--- config.mk ---
export PLATFORM = sky130hd
export DESIGN_NAME = fp_add_top
export DESIGN_NICKNAME = d
export VERILOG_FILES = /design/src/hdl/fp_add_pkg.sv /design/src/hdl/fp_add_top.sv /design/src/hdl/fp_out_credit.sv /design/src/hdl/fp_normalize.sv /design/src/hdl/fp_mag_add.sv /design/src/hdl/fp_unpack_align.sv
export SDC_FILE = /design/constraint.sdc
export NUM_CORES = 1
export LEC_CHECK = 0
export BUFFER_PORTS_ARGS = -buffer_cell sky130_fd_sc_hd__clkbuf_2
export CAP_MARGIN = 20
export CORE_ASPECT_RATIO = 0.75
export CORE_UTILIZATION = 56
export DETAILED_ROUTE_END_ITERATION = 7
export PLACE_DENSITY = 0.86
export SLEW_MARGIN = 20
export SYNTH_ARGS = -nofsm -noshare
export SYNTH_HDL_FRONTEND = slang
export SYNTH_SLANG_ARGS = --single-unit
--- constraint.sdc ---
create_clock -name i_clk -period 4.8 [get_ports i_clk]
set_input_delay 0.96 -clock i_clk [delete_from_list [all_inputs] [get_ports i_clk]]
set_output_delay 0.96 -clock i_clk [all_outputs]
set_load 0.02 [all_outputs]
--- src/hdl/fp_add_pkg.sv ---
package fp_add_pkg;

    // binary32 field widths
    localparam int EXP_W = 8;
    localparam int MAN_W = 23;
    localparam int FP_W  = 1 + EXP_W + MAN_W;

    localparam int SIG_W = MAN_W + 1;          // mantissa plus hidden bit

    // whole word, sign at FP_W-1, exponent below it, mantissa at the bottom
    typedef logic [FP_W-1:0] fp_word_t;

    typedef logic [EXP_W-1:0] exp_t;

    typedef logic [SIG_W-1:0] sig_t;

    typedef logic [SIG_W:0] sum_t;             // extra msb holds the carry

    // leading zero count, 0 .. SIG_W
    typedef logic [$clog2(SIG_W + 1)-1:0] lz_t;

    localparam exp_t EXP_MAX = '1;             // infinity or nan

endpackage
--- src/hdl/fp_add_top.sv ---
module fp_add_top #(
    parameter int OUT_DEPTH    = 8,
    parameter int DOWN_CREDITS = 4
) (
    input  logic                 i_clk,
    input  logic                 i_rst_n,
    input  logic                 i_valid,
    input  fp_add_pkg::fp_word_t i_fp1,
    input  fp_add_pkg::fp_word_t i_fp2,
    input  logic                 i_credit,
    output logic                 o_in_credit,
    output logic                 o_valid,
    output fp_add_pkg::fp_word_t o_fp
);
    // stage 1 to stage 2
    logic                 s1_valid;
    logic                 s1_big_sign;
    logic                 s1_small_sign;
    fp_add_pkg::exp_t     s1_exp;
    fp_add_pkg::sig_t     s1_big_sig;
    fp_add_pkg::sig_t     s1_small_sig;
    logic                 s1_force_inf;
    logic                 s1_pass_zero;

    // stage 2 to stage 3
    logic                 s2_valid;
    logic                 s2_sign;
    fp_add_pkg::exp_t     s2_exp;
    fp_add_pkg::sum_t     s2_sum;
    logic                 s2_force_inf;
    logic                 s2_is_zero;

    logic                 s3_valid;
    fp_add_pkg::fp_word_t s3_fp;

    fp_unpack_align fp_unpack_align_inst (
        .i_clk        (i_clk),
        .i_rst_n      (i_rst_n),
        .i_valid      (i_valid),
        .i_fp1        (i_fp1),
        .i_fp2        (i_fp2),
        .o_valid      (s1_valid),
        .o_big_sign   (s1_big_sign),
        .o_small_sign (s1_small_sign),
        .o_exp        (s1_exp),
        .o_big_sig    (s1_big_sig),
        .o_small_sig  (s1_small_sig),
        .o_force_inf  (s1_force_inf),
        .o_pass_zero  (s1_pass_zero)
    );

    fp_mag_add fp_mag_add_inst (
        .i_clk        (i_clk),
        .i_rst_n      (i_rst_n),
        .i_valid      (s1_valid),
        .i_big_sign   (s1_big_sign),
        .i_small_sign (s1_small_sign),
        .i_exp        (s1_exp),
        .i_big_sig    (s1_big_sig),
        .i_small_sig  (s1_small_sig),
        .i_force_inf  (s1_force_inf),
        .i_pass_zero  (s1_pass_zero),
        .o_valid      (s2_valid),
        .o_sign       (s2_sign),
        .o_exp        (s2_exp),
        .o_sum        (s2_sum),
        .o_force_inf  (s2_force_inf),
        .o_is_zero    (s2_is_zero)
    );

    fp_normalize fp_normalize_inst (
        .i_clk       (i_clk),
        .i_rst_n     (i_rst_n),
        .i_valid     (s2_valid),
        .i_sign      (s2_sign),
        .i_exp       (s2_exp),
        .i_sum       (s2_sum),
        .i_force_inf (s2_force_inf),
        .i_is_zero   (s2_is_zero),
        .o_valid     (s3_valid),
        .o_fp        (s3_fp)
    );

    fp_out_credit #(
        .OUT_DEPTH    (OUT_DEPTH),
        .DOWN_CREDITS (DOWN_CREDITS)
    ) fp_out_credit_inst (
        .i_clk       (i_clk),
        .i_rst_n     (i_rst_n),
        .i_wr_valid  (s3_valid),
        .i_wr_data   (s3_fp),
        .i_credit    (i_credit),
        .o_valid     (o_valid),
        .o_fp        (o_fp),
        .o_in_credit (o_in_credit)
    );

endmodule

--- src/hdl/fp_out_credit.sv ---
module fp_out_credit #(
    parameter int OUT_DEPTH    = 8,
    parameter int DOWN_CREDITS = 4
) (
    input  logic                 i_clk,
    input  logic                 i_rst_n,
    input  logic                 i_wr_valid,
    input  fp_add_pkg::fp_word_t i_wr_data,
    input  logic                 i_credit,
    output logic                 o_valid,
    output fp_add_pkg::fp_word_t o_fp,
    output logic                 o_in_credit
);
    localparam int PTR_W = (OUT_DEPTH > 1) ? $clog2(OUT_DEPTH) : 1;
    localparam int CNT_W = $clog2(OUT_DEPTH + 1);
    localparam int CRD_W = $clog2(DOWN_CREDITS + 1);

    fp_add_pkg::fp_word_t mem [OUT_DEPTH];

    logic [PTR_W-1:0] wr_ptr;
    logic [PTR_W-1:0] rd_ptr;
    logic [CNT_W-1:0] count;
    logic [CRD_W-1:0] down_credit;
    logic             pop;

    // one result leaves per cycle while data and downstream space exist
    assign pop = (count != '0) && (down_credit != '0);

    assign o_valid     = pop;
    assign o_fp        = mem[rd_ptr];
    assign o_in_credit = pop;                   // freed slot goes back upstream

    always_ff @(posedge i_clk) begin
        if (i_wr_valid) begin
            mem[wr_ptr] <= i_wr_data;
        end
    end

    always_ff @(posedge i_clk or negedge i_rst_n) begin
        if (!i_rst_n) begin
            wr_ptr <= '0;
            rd_ptr <= '0;
        end else begin
            if (i_wr_valid) begin
                wr_ptr <= (wr_ptr == PTR_W'(OUT_DEPTH - 1)) ? '0 : wr_ptr + 1'b1;
            end
            if (pop) begin
                rd_ptr <= (rd_ptr == PTR_W'(OUT_DEPTH - 1)) ? '0 : rd_ptr + 1'b1;
            end
        end
    end

    always_ff @(posedge i_clk or negedge i_rst_n) begin
        if (!i_rst_n) begin
            count <= '0;
        end else begin
            case ({i_wr_valid, pop})
                2'b10:   count <= count + 1'b1;
                2'b01:   count <= count - 1'b1;
                default: count <= count;
            endcase
        end
    end

    always_ff @(posedge i_clk or negedge i_rst_n) begin
        if (!i_rst_n) begin
            down_credit <= CRD_W'(DOWN_CREDITS);
        end else begin
            case ({i_credit, pop})
                2'b10:   down_credit <= down_credit + 1'b1;
                2'b01:   down_credit <= down_credit - 1'b1;
                default: down_credit <= down_credit;   // spent and returned together
            endcase
        end
    end

endmodule

--- src/hdl/fp_normalize.sv ---
module fp_normalize (
    input  logic                 i_clk,
    input  logic                 i_rst_n,
    input  logic                 i_valid,
    input  logic                 i_sign,
    input  fp_add_pkg::exp_t     i_exp,
    input  fp_add_pkg::sum_t     i_sum,
    input  logic                 i_force_inf,
    input  logic                 i_is_zero,
    output logic                 o_valid,
    output fp_add_pkg::fp_word_t o_fp
);
    localparam int LZ_W = $bits(fp_add_pkg::lz_t);

    fp_add_pkg::lz_t              lz;
    fp_add_pkg::sig_t             norm_sig;
    logic [fp_add_pkg::EXP_W+1:0] exp_up;
    logic [fp_add_pkg::EXP_W+1:0] exp_dn;
    logic                         carry;
    logic                         res_sign;
    fp_add_pkg::exp_t             res_exp;
    logic [fp_add_pkg::MAN_W-1:0] res_man;

    assign carry = i_sum[fp_add_pkg::SIG_W];

    // highest set bit wins since it is visited last
    always_comb begin
        lz = fp_add_pkg::lz_t'(fp_add_pkg::SIG_W);
        for (int i = 0; i < fp_add_pkg::SIG_W; i++) begin
            if (i_sum[i]) begin
                lz = fp_add_pkg::lz_t'(fp_add_pkg::SIG_W - 1 - i);
            end
        end
    end

    assign norm_sig = i_sum[fp_add_pkg::SIG_W-1:0] << lz;

    assign exp_up = {2'b00, i_exp} + {{(fp_add_pkg::EXP_W+1){1'b0}}, 1'b1};
    assign exp_dn = {2'b00, i_exp} - {{(fp_add_pkg::EXP_W+2-LZ_W){1'b0}}, lz};

    always_comb begin
        res_sign = i_sign;
        res_exp  = i_exp;
        res_man  = norm_sig[fp_add_pkg::MAN_W-1:0];
        if (i_force_inf) begin
            res_sign = 1'b0;                          // inf or nan in gives +inf
            res_exp  = fp_add_pkg::EXP_MAX;
            res_man  = '0;
        end else if (i_is_zero) begin
            res_sign = 1'b0;
            res_exp  = '0;
            res_man  = '0;
        end else if (carry) begin
            if (exp_up >= {2'b00, fp_add_pkg::EXP_MAX}) begin
                res_exp = fp_add_pkg::EXP_MAX;        // signed infinity
                res_man = '0;
            end else begin
                res_exp = exp_up[fp_add_pkg::EXP_W-1:0];
                res_man = i_sum[fp_add_pkg::SIG_W-1:1];  // lsb truncated
            end
        end else if (exp_dn[fp_add_pkg::EXP_W+1] || (exp_dn == '0)) begin
            res_sign = 1'b0;                          // underflow gives +0
            res_exp  = '0;
            res_man  = '0;
        end else begin
            res_exp = exp_dn[fp_add_pkg::EXP_W-1:0];
        end
    end

    always_ff @(posedge i_clk or negedge i_rst_n) begin
        if (!i_rst_n) begin
            o_valid <= 1'b0;
        end else begin
            o_valid <= i_valid;
        end
    end

    always_ff @(posedge i_clk) begin
        if (i_valid) begin
            o_fp <= {res_sign, res_exp, res_man};
        end
    end

endmodule

--- src/hdl/fp_mag_add.sv ---
module fp_mag_add (
    input  logic             i_clk,
    input  logic             i_rst_n,
    input  logic             i_valid,
    input  logic             i_big_sign,
    input  logic             i_small_sign,
    input  fp_add_pkg::exp_t i_exp,
    input  fp_add_pkg::sig_t i_big_sig,
    input  fp_add_pkg::sig_t i_small_sig,
    input  logic             i_force_inf,
    input  logic             i_pass_zero,
    output logic             o_valid,
    output logic             o_sign,
    output fp_add_pkg::exp_t o_exp,
    output fp_add_pkg::sum_t o_sum,
    output logic             o_force_inf,
    output logic             o_is_zero
);
    logic             same_sign;
    fp_add_pkg::sum_t sum;

    assign same_sign = (i_big_sign == i_small_sign);

    // big >= small, so the difference never goes negative
    assign sum = same_sign ? ({1'b0, i_big_sig} + {1'b0, i_small_sig})
                           : ({1'b0, i_big_sig} - {1'b0, i_small_sig});

    always_ff @(posedge i_clk or negedge i_rst_n) begin
        if (!i_rst_n) begin
            o_valid <= 1'b0;
        end else begin
            o_valid <= i_valid;
        end
    end

    always_ff @(posedge i_clk) begin
        if (i_valid) begin
            o_sign      <= i_big_sign;               // larger operand decides
            o_exp       <= i_exp;
            o_sum       <= sum;
            o_force_inf <= i_force_inf;
            o_is_zero   <= i_pass_zero | (sum == '0); // both zero or exact cancel
        end
    end

endmodule

--- src/hdl/fp_unpack_align.sv ---
module fp_unpack_align (
    input  logic                 i_clk,
    input  logic                 i_rst_n,
    input  logic                 i_valid,
    input  fp_add_pkg::fp_word_t i_fp1,
    input  fp_add_pkg::fp_word_t i_fp2,
    output logic                 o_valid,
    output logic                 o_big_sign,
    output logic                 o_small_sign,
    output fp_add_pkg::exp_t     o_exp,
    output fp_add_pkg::sig_t     o_big_sig,
    output fp_add_pkg::sig_t     o_small_sig,
    output logic                 o_force_inf,
    output logic                 o_pass_zero
);
    logic                         fp1_sign;
    fp_add_pkg::exp_t             fp1_exp;
    logic [fp_add_pkg::MAN_W-1:0] fp1_man;
    fp_add_pkg::sig_t             fp1_sig;
    logic                         fp1_inf;
    logic                         fp1_zero;

    logic                         fp2_sign;
    fp_add_pkg::exp_t             fp2_exp;
    logic [fp_add_pkg::MAN_W-1:0] fp2_man;
    fp_add_pkg::sig_t             fp2_sig;
    logic                         fp2_inf;
    logic                         fp2_zero;

    logic                         fp1_big;
    fp_add_pkg::exp_t             big_exp;
    fp_add_pkg::exp_t             small_exp;
    fp_add_pkg::exp_t             exp_diff;
    fp_add_pkg::sig_t             big_sig;
    fp_add_pkg::sig_t             small_sig;
    fp_add_pkg::sig_t             small_aligned;

    assign fp1_sign = i_fp1[fp_add_pkg::FP_W-1];
    assign fp1_exp  = i_fp1[fp_add_pkg::FP_W-2 -: fp_add_pkg::EXP_W];
    assign fp1_man  = i_fp1[fp_add_pkg::MAN_W-1:0];
    assign fp2_sign = i_fp2[fp_add_pkg::FP_W-1];
    assign fp2_exp  = i_fp2[fp_add_pkg::FP_W-2 -: fp_add_pkg::EXP_W];
    assign fp2_man  = i_fp2[fp_add_pkg::MAN_W-1:0];

    assign fp1_inf  = (fp1_exp == fp_add_pkg::EXP_MAX);
    assign fp2_inf  = (fp2_exp == fp_add_pkg::EXP_MAX);
    assign fp1_zero = (fp1_exp == '0);                     // denormals flush to zero
    assign fp2_zero = (fp2_exp == '0);

    assign fp1_sig = fp1_zero ? '0 : {1'b1, fp1_man};
    assign fp2_sig = fp2_zero ? '0 : {1'b1, fp2_man};

    // exponent and significand compared as one magnitude
    assign fp1_big = ({fp1_exp, fp1_sig} >= {fp2_exp, fp2_sig});

    assign big_exp   = fp1_big ? fp1_exp : fp2_exp;
    assign small_exp = fp1_big ? fp2_exp : fp1_exp;
    assign big_sig   = fp1_big ? fp1_sig : fp2_sig;
    assign small_sig = fp1_big ? fp2_sig : fp1_sig;

    assign exp_diff      = big_exp - small_exp;
    assign small_aligned = (exp_diff >= fp_add_pkg::SIG_W) ? '0 : (small_sig >> exp_diff);

    always_ff @(posedge i_clk or negedge i_rst_n) begin
        if (!i_rst_n) begin
            o_valid <= 1'b0;
        end else begin
            o_valid <= i_valid;
        end
    end

    always_ff @(posedge i_clk) begin
        if (i_valid) begin
            o_big_sign   <= fp1_big ? fp1_sign : fp2_sign;
            o_small_sign <= fp1_big ? fp2_sign : fp1_sign;
            o_exp        <= big_exp;
            o_big_sig    <= big_sig;
            o_small_sig  <= small_aligned;
            o_force_inf  <= fp1_inf | fp2_inf;
            o_pass_zero  <= fp1_zero & fp2_zero;
        end
    end

endmodule

==> results.toml <==
[outcome]
outcome = "finished, violations left"
violated_checks = "negative setup slack"

[cells_and_area]
drive_gt1_frac = 0.317
finalCoreUtilization = 0.690
nets = 2073
antenna-diode-count = 0
layout-area-overhead-vs-synth_pct = 20.0

[logic_synthesis]
synth_largest_area_cell = "sky130_fd_sc_hd__edfxtp_1"
postSynthRegisterBits = 400
syn_nets = 1808
synth_edf_count = 384
synthCells = 1661
synth_area_sq_um = 21500
synth_seq_area_share = 0.555
syn-mean-instance-area_sq_um = 12.9
yosys_warnings = 0
synth_flop_cell = "sky130_fd_sc_hd__edfxtp_1"
yosys.cell_types.count = 85
async_reset_ff_frac = 0.0400
netlist.area_leader.share = 0.536
synth_top_cells_by_area = "sky130_fd_sc_hd__edfxtp_1 54%, sky130_fd_sc_hd__mux4_2 8.6%, sky130_fd_sc_hd__ha_1 4.4%"

[power_and_ir_drop]
design_power_total_mw = 14.5
swShare = 0.379
seqPwrFrac = 0.351
vdd.ir_drop.worst_v = 0.000332
power.net_switching_mw = 5.50
p_leak_nw = 9.88
combinationalPowerShare = 0.444
cellInternalPower_mw = 9.01
power_density_nw_per_um2 = 563
pwr-share-clk = 0.206

[routing]
drt-initial-drc-count = 2089
routed-via-count = 15852
detail_route.wirelength_um = 57900
avgRoutedWirePerCell_um = 23.5
detail_route.vias_per_cell = 6.45
drt.antenna.violating_nets = 0
drtPass1Iterations = 7
detail_route.drc_violations = 0

[grt]
largest_net_degree_at_the_start_of_global_routing = 62
groute.usage.overall = 0.283
initial_antenna_violation_count = 0
gr_ovfl_total = 0
grt_pass1_wl_um = 86000
grt_pass1_vias = 15642

[sta]
grt_setup_unrepaired = "yes"
final_max_slew_viol_count = 0
layout_worst_path_cycle_share = 1.01
hold_viol = 0
worst_clk_skew_ns = 0.0223
worst_pin_slew_ns = 0.907
fmaxAchievable_mhz = 207
final.min_clock_period_ns = 4.83
slew_headroom = 0.389
report.final.setup_viol = 2
post-route-worst-setup-slack_ns = -0.0310
setup_total_negative_slack_ns = -0.0582

[worst_setup_path]
setup.worst_path.start_class = "input pin"
worst-endpoint-required_ns = 5.20
critPathMaxFanout = 7
cp.arrival_ns = 5.24
setup.worst_path.end_class = "register"
criticalPathCategory = "in2reg"

[place]
place.detailed.hpwl_um = 36400
routabilityCongestion = 0.983
port-buffer-count = 101

[die]
std_cell_rows = 61
design.die.area_sq_um = 39200
core_sq_um = 37400
floorplan.die.height_um = 172
die_x_um = 228
pin_count = 102
initial_utilization = 0.575

[clock_tree]
clk_pin_slew_ns = 0.07
ctsRootBufferMaster = "sky130_fd_sc_hd__clkbuf_16"
h-tree-depth = 2
cts_num_sinks = 400
total_clock_buffers_created_by_cts = 37
cts_hold_repair.buffers = 0
tritoncts = "done"
max-clock-path-buffers = 3
clk-insertion-delay-late_ns = 0.56

[job]
cap_viol_max_count = 0

[hold_path]
hold_class = "in2async"
timing repair:
item | CTS | global route
setup endpoints to repair | 8 | 51
hold endpoints to repair | 0 | 0
gates resized for setup | 6 | 88
pin swaps | 0 | 30
buffers inserted | 0 | 11
cloned | 0 | 2
flip-flops by register name, summed over array words and instances (netlist names), 4 cells and up:
register                          flops
fp_unpack_align_inst.o_big_sig       24
fp_unpack_align_inst.o_exp            8
fp_out_credit_inst.count              4
fp_normalize_inst.o_fp               32
fp_unpack_align_inst.o_small_sig     24
fp_mag_add_inst.o_sum                25
fp_mag_add_inst.o_exp                 8
fp_out_credit_inst.mem              256
layout make-up:
| type | instances | area (sq um) |
|---|---|---|
| fill | 2420 | 11600 |
| tap | 504 | 631 |
| multi-input combinational | 1125 | 9620 |
| sequential | 400 | 11900 |
| inverter | 60 | 230 |
| timing repair buffer | 302 | 2190 |
| clock inverter | 22 | 225 |
| clock buffer | 44 | 962 |
cells in the mapped netlist (4+ instances only):
library cell / number
sky130_fd_sc_hd__a211o_1: 4
sky130_fd_sc_hd__a211oi_1: 14
sky130_fd_sc_hd__a21o_1: 23
sky130_fd_sc_hd__a21oi_1: 72
sky130_fd_sc_hd__a221o_1: 4
sky130_fd_sc_hd__a221oi_1: 11
sky130_fd_sc_hd__a22oi_1: 14
sky130_fd_sc_hd__a31o_2: 4
sky130_fd_sc_hd__a31oi_1: 13
sky130_fd_sc_hd__and2_1: 18
sky130_fd_sc_hd__and3_1: 10
sky130_fd_sc_hd__buf_1: 14
sky130_fd_sc_hd__buf_2: 14
sky130_fd_sc_hd__buf_4: 6
sky130_fd_sc_hd__clkbuf_1: 43
sky130_fd_sc_hd__dfrtp_1: 15
sky130_fd_sc_hd__edfxtp_1: 384
sky130_fd_sc_hd__fa_1: 4
sky130_fd_sc_hd__ha_1: 75
sky130_fd_sc_hd__inv_1: 56
sky130_fd_sc_hd__mux2_2: 57
sky130_fd_sc_hd__mux2i_1: 78
sky130_fd_sc_hd__mux4_2: 82
sky130_fd_sc_hd__nand2_1: 163
sky130_fd_sc_hd__nand2b_1: 21
sky130_fd_sc_hd__nand3_1: 28
sky130_fd_sc_hd__nand4_1: 5
sky130_fd_sc_hd__nor2_1: 112
sky130_fd_sc_hd__nor2b_1: 9
sky130_fd_sc_hd__nor3_1: 34
sky130_fd_sc_hd__nor4_1: 12
sky130_fd_sc_hd__o211ai_1: 4
sky130_fd_sc_hd__o21a_1: 5
sky130_fd_sc_hd__o21ai_0: 86
sky130_fd_sc_hd__o21ai_1: 4
sky130_fd_sc_hd__o21bai_1: 5
sky130_fd_sc_hd__o22ai_1: 7
sky130_fd_sc_hd__o31ai_1: 11
sky130_fd_sc_hd__or2_2: 4
sky130_fd_sc_hd__or3_1: 7
sky130_fd_sc_hd__or4_1: 7
sky130_fd_sc_hd__xnor2_1: 36
sky130_fd_sc_hd__xor2_1: 26
path summary, 6_finish.rpt:
| kind | slack, ns | endpoint | startpoint | cells past startpoint |
|---|---|---|---|---|
| max | -0.03 | fp_unpack_align_inst.o_small_sig[8]$_SDFFCE_PP0P_ | i_fp1[29] | 23 |
| min | 0.33 | fp_out_credit_inst.wr_ptr[0]$_DFFE_PN0P_ | i_rst_n | 1 |
| max reg2reg | 0.12 | fp_normalize_inst.o_fp[8]$_SDFFCE_PP0P_ | fp_mag_add_inst.o_sum[17]$_DFFE_PP_ | 19 |
| min reg2reg | 0.42 | fp_mag_add_inst.o_exp[1]$_DFFE_PP_ | fp_unpack_align_inst.o_exp[1]$_DFFE_PP_ | 0 |
| max in group asynchronous | 4.14 | fp_out_credit_inst.down_credit[2]$_DFFE_PN1P_ | i_rst_n | 1 |
| min in group i_clk | 0.42 | fp_mag_add_inst.o_exp[1]$_DFFE_PP_ | fp_unpack_align_inst.o_exp[1]$_DFFE_PP_ | 0 |
per-layer routing:
metal,vias to the layer above,GRT usage,wire length (um)
li1,6915,-,-
met1,7720,0.368,22400
met2,1024,0.484,27900
met3,193,0.0454,5210
met4,0,0.105,2310
met5,-,0,0
power by group through the flow:
stage                     combinational [mW]  sequential, mW  clock [mW]
after floorplan                         4.26            4.87           0
after global placement                  5.70            5.04           0
after detailed placement                5.92            5.11           0
after CTS                               6.07            5.06        2.98
after global routing                    6.83            5.14        3.11
final                                   6.44            5.09        2.98
placed cells by master (no fill, tap or decap), drive strengths merged, types with 5 or more instances in the layout:
cell type / n
or4: 7
xnor2: 37
a21oi: 73
a221oi: 11
nand3: 28
and3: 10
o21bai: 6
edfxtp: 384
mux2i: 78
xor2: 27
a211oi: 14
nand4: 5
a21o: 23
inv: 62
dfrtp: 15
buf: 202
mux4: 82
mux2: 57
o21ai: 90
clkbuf: 144
a22oi: 14
or3: 7
nor3: 36
nor4: 12
or2: 7
nor2b: 9
nand2: 165
nor2: 114
ha: 75
o21a: 5
o22ai: 7
nand2b: 21
clkinv: 16
and2: 18
o31ai: 11
a31oi: 14
stage by stage:
stage                     hold WS [ns]  area, sq um  setup slack [ns]  instances
after floorplan                  0.400        21800           -0.0433       1661
after global placement           0.403        24000            -0.480       2373
after detailed placement         0.405        24100            -0.608       2376
after CTS                        0.324        25300           0.00697       2442
after global routing             0.367        25800            -0.188       2457
final                            0.330        25800           -0.0310       2457
kinds of logic after synthesis:
kind of cell | after synthesis | share of synthesized area
adder cells (fa/ha/maj) | 79 | 0.0474
XOR/XNOR | 64 | 0.0268
AND/OR/NAND/NOR | 449 | 0.0979
flip-flops | 400 | 0.555
buffers and inverters | 137 | 0.0258
multiplexers | 217 | 0.152
AO/OA/AOI/OAI | 315 | 0.0950
worst max-delay path, cell delays in order:
cell and delay [ns]:
sky130_fd_sc_hd__buf_6 0.10, sky130_fd_sc_hd__nor4_4 0.43, sky130_fd_sc_hd__nand2_2 0.24, sky130_fd_sc_hd__nand2_2 0.12, sky130_fd_sc_hd__inv_1 0.06, sky130_fd_sc_hd__ha_1 0.29, sky130_fd_sc_hd__a21o_1 0.20, sky130_fd_sc_hd__a21oi_2 0.20
sky130_fd_sc_hd__o2111ai_1 0.14, sky130_fd_sc_hd__a21oi_1 0.15, sky130_fd_sc_hd__buf_4 0.17, sky130_fd_sc_hd__nor3_4 0.06, sky130_fd_sc_hd__nor2_4 0.11, sky130_fd_sc_hd__mux2i_2 0.10, sky130_fd_sc_hd__ha_4 0.18, sky130_fd_sc_hd__a311oi_4 0.28
sky130_fd_sc_hd__xnor2_2 0.16, sky130_fd_sc_hd__buf_6 0.15, sky130_fd_sc_hd__buf_12 0.13, sky130_fd_sc_hd__mux2_4 0.30, sky130_fd_sc_hd__mux2_4 0.28, sky130_fd_sc_hd__mux2_4 0.28, sky130_fd_sc_hd__nor3_4 0.14
Note: power is estimated with default switching activity, not from simulation.
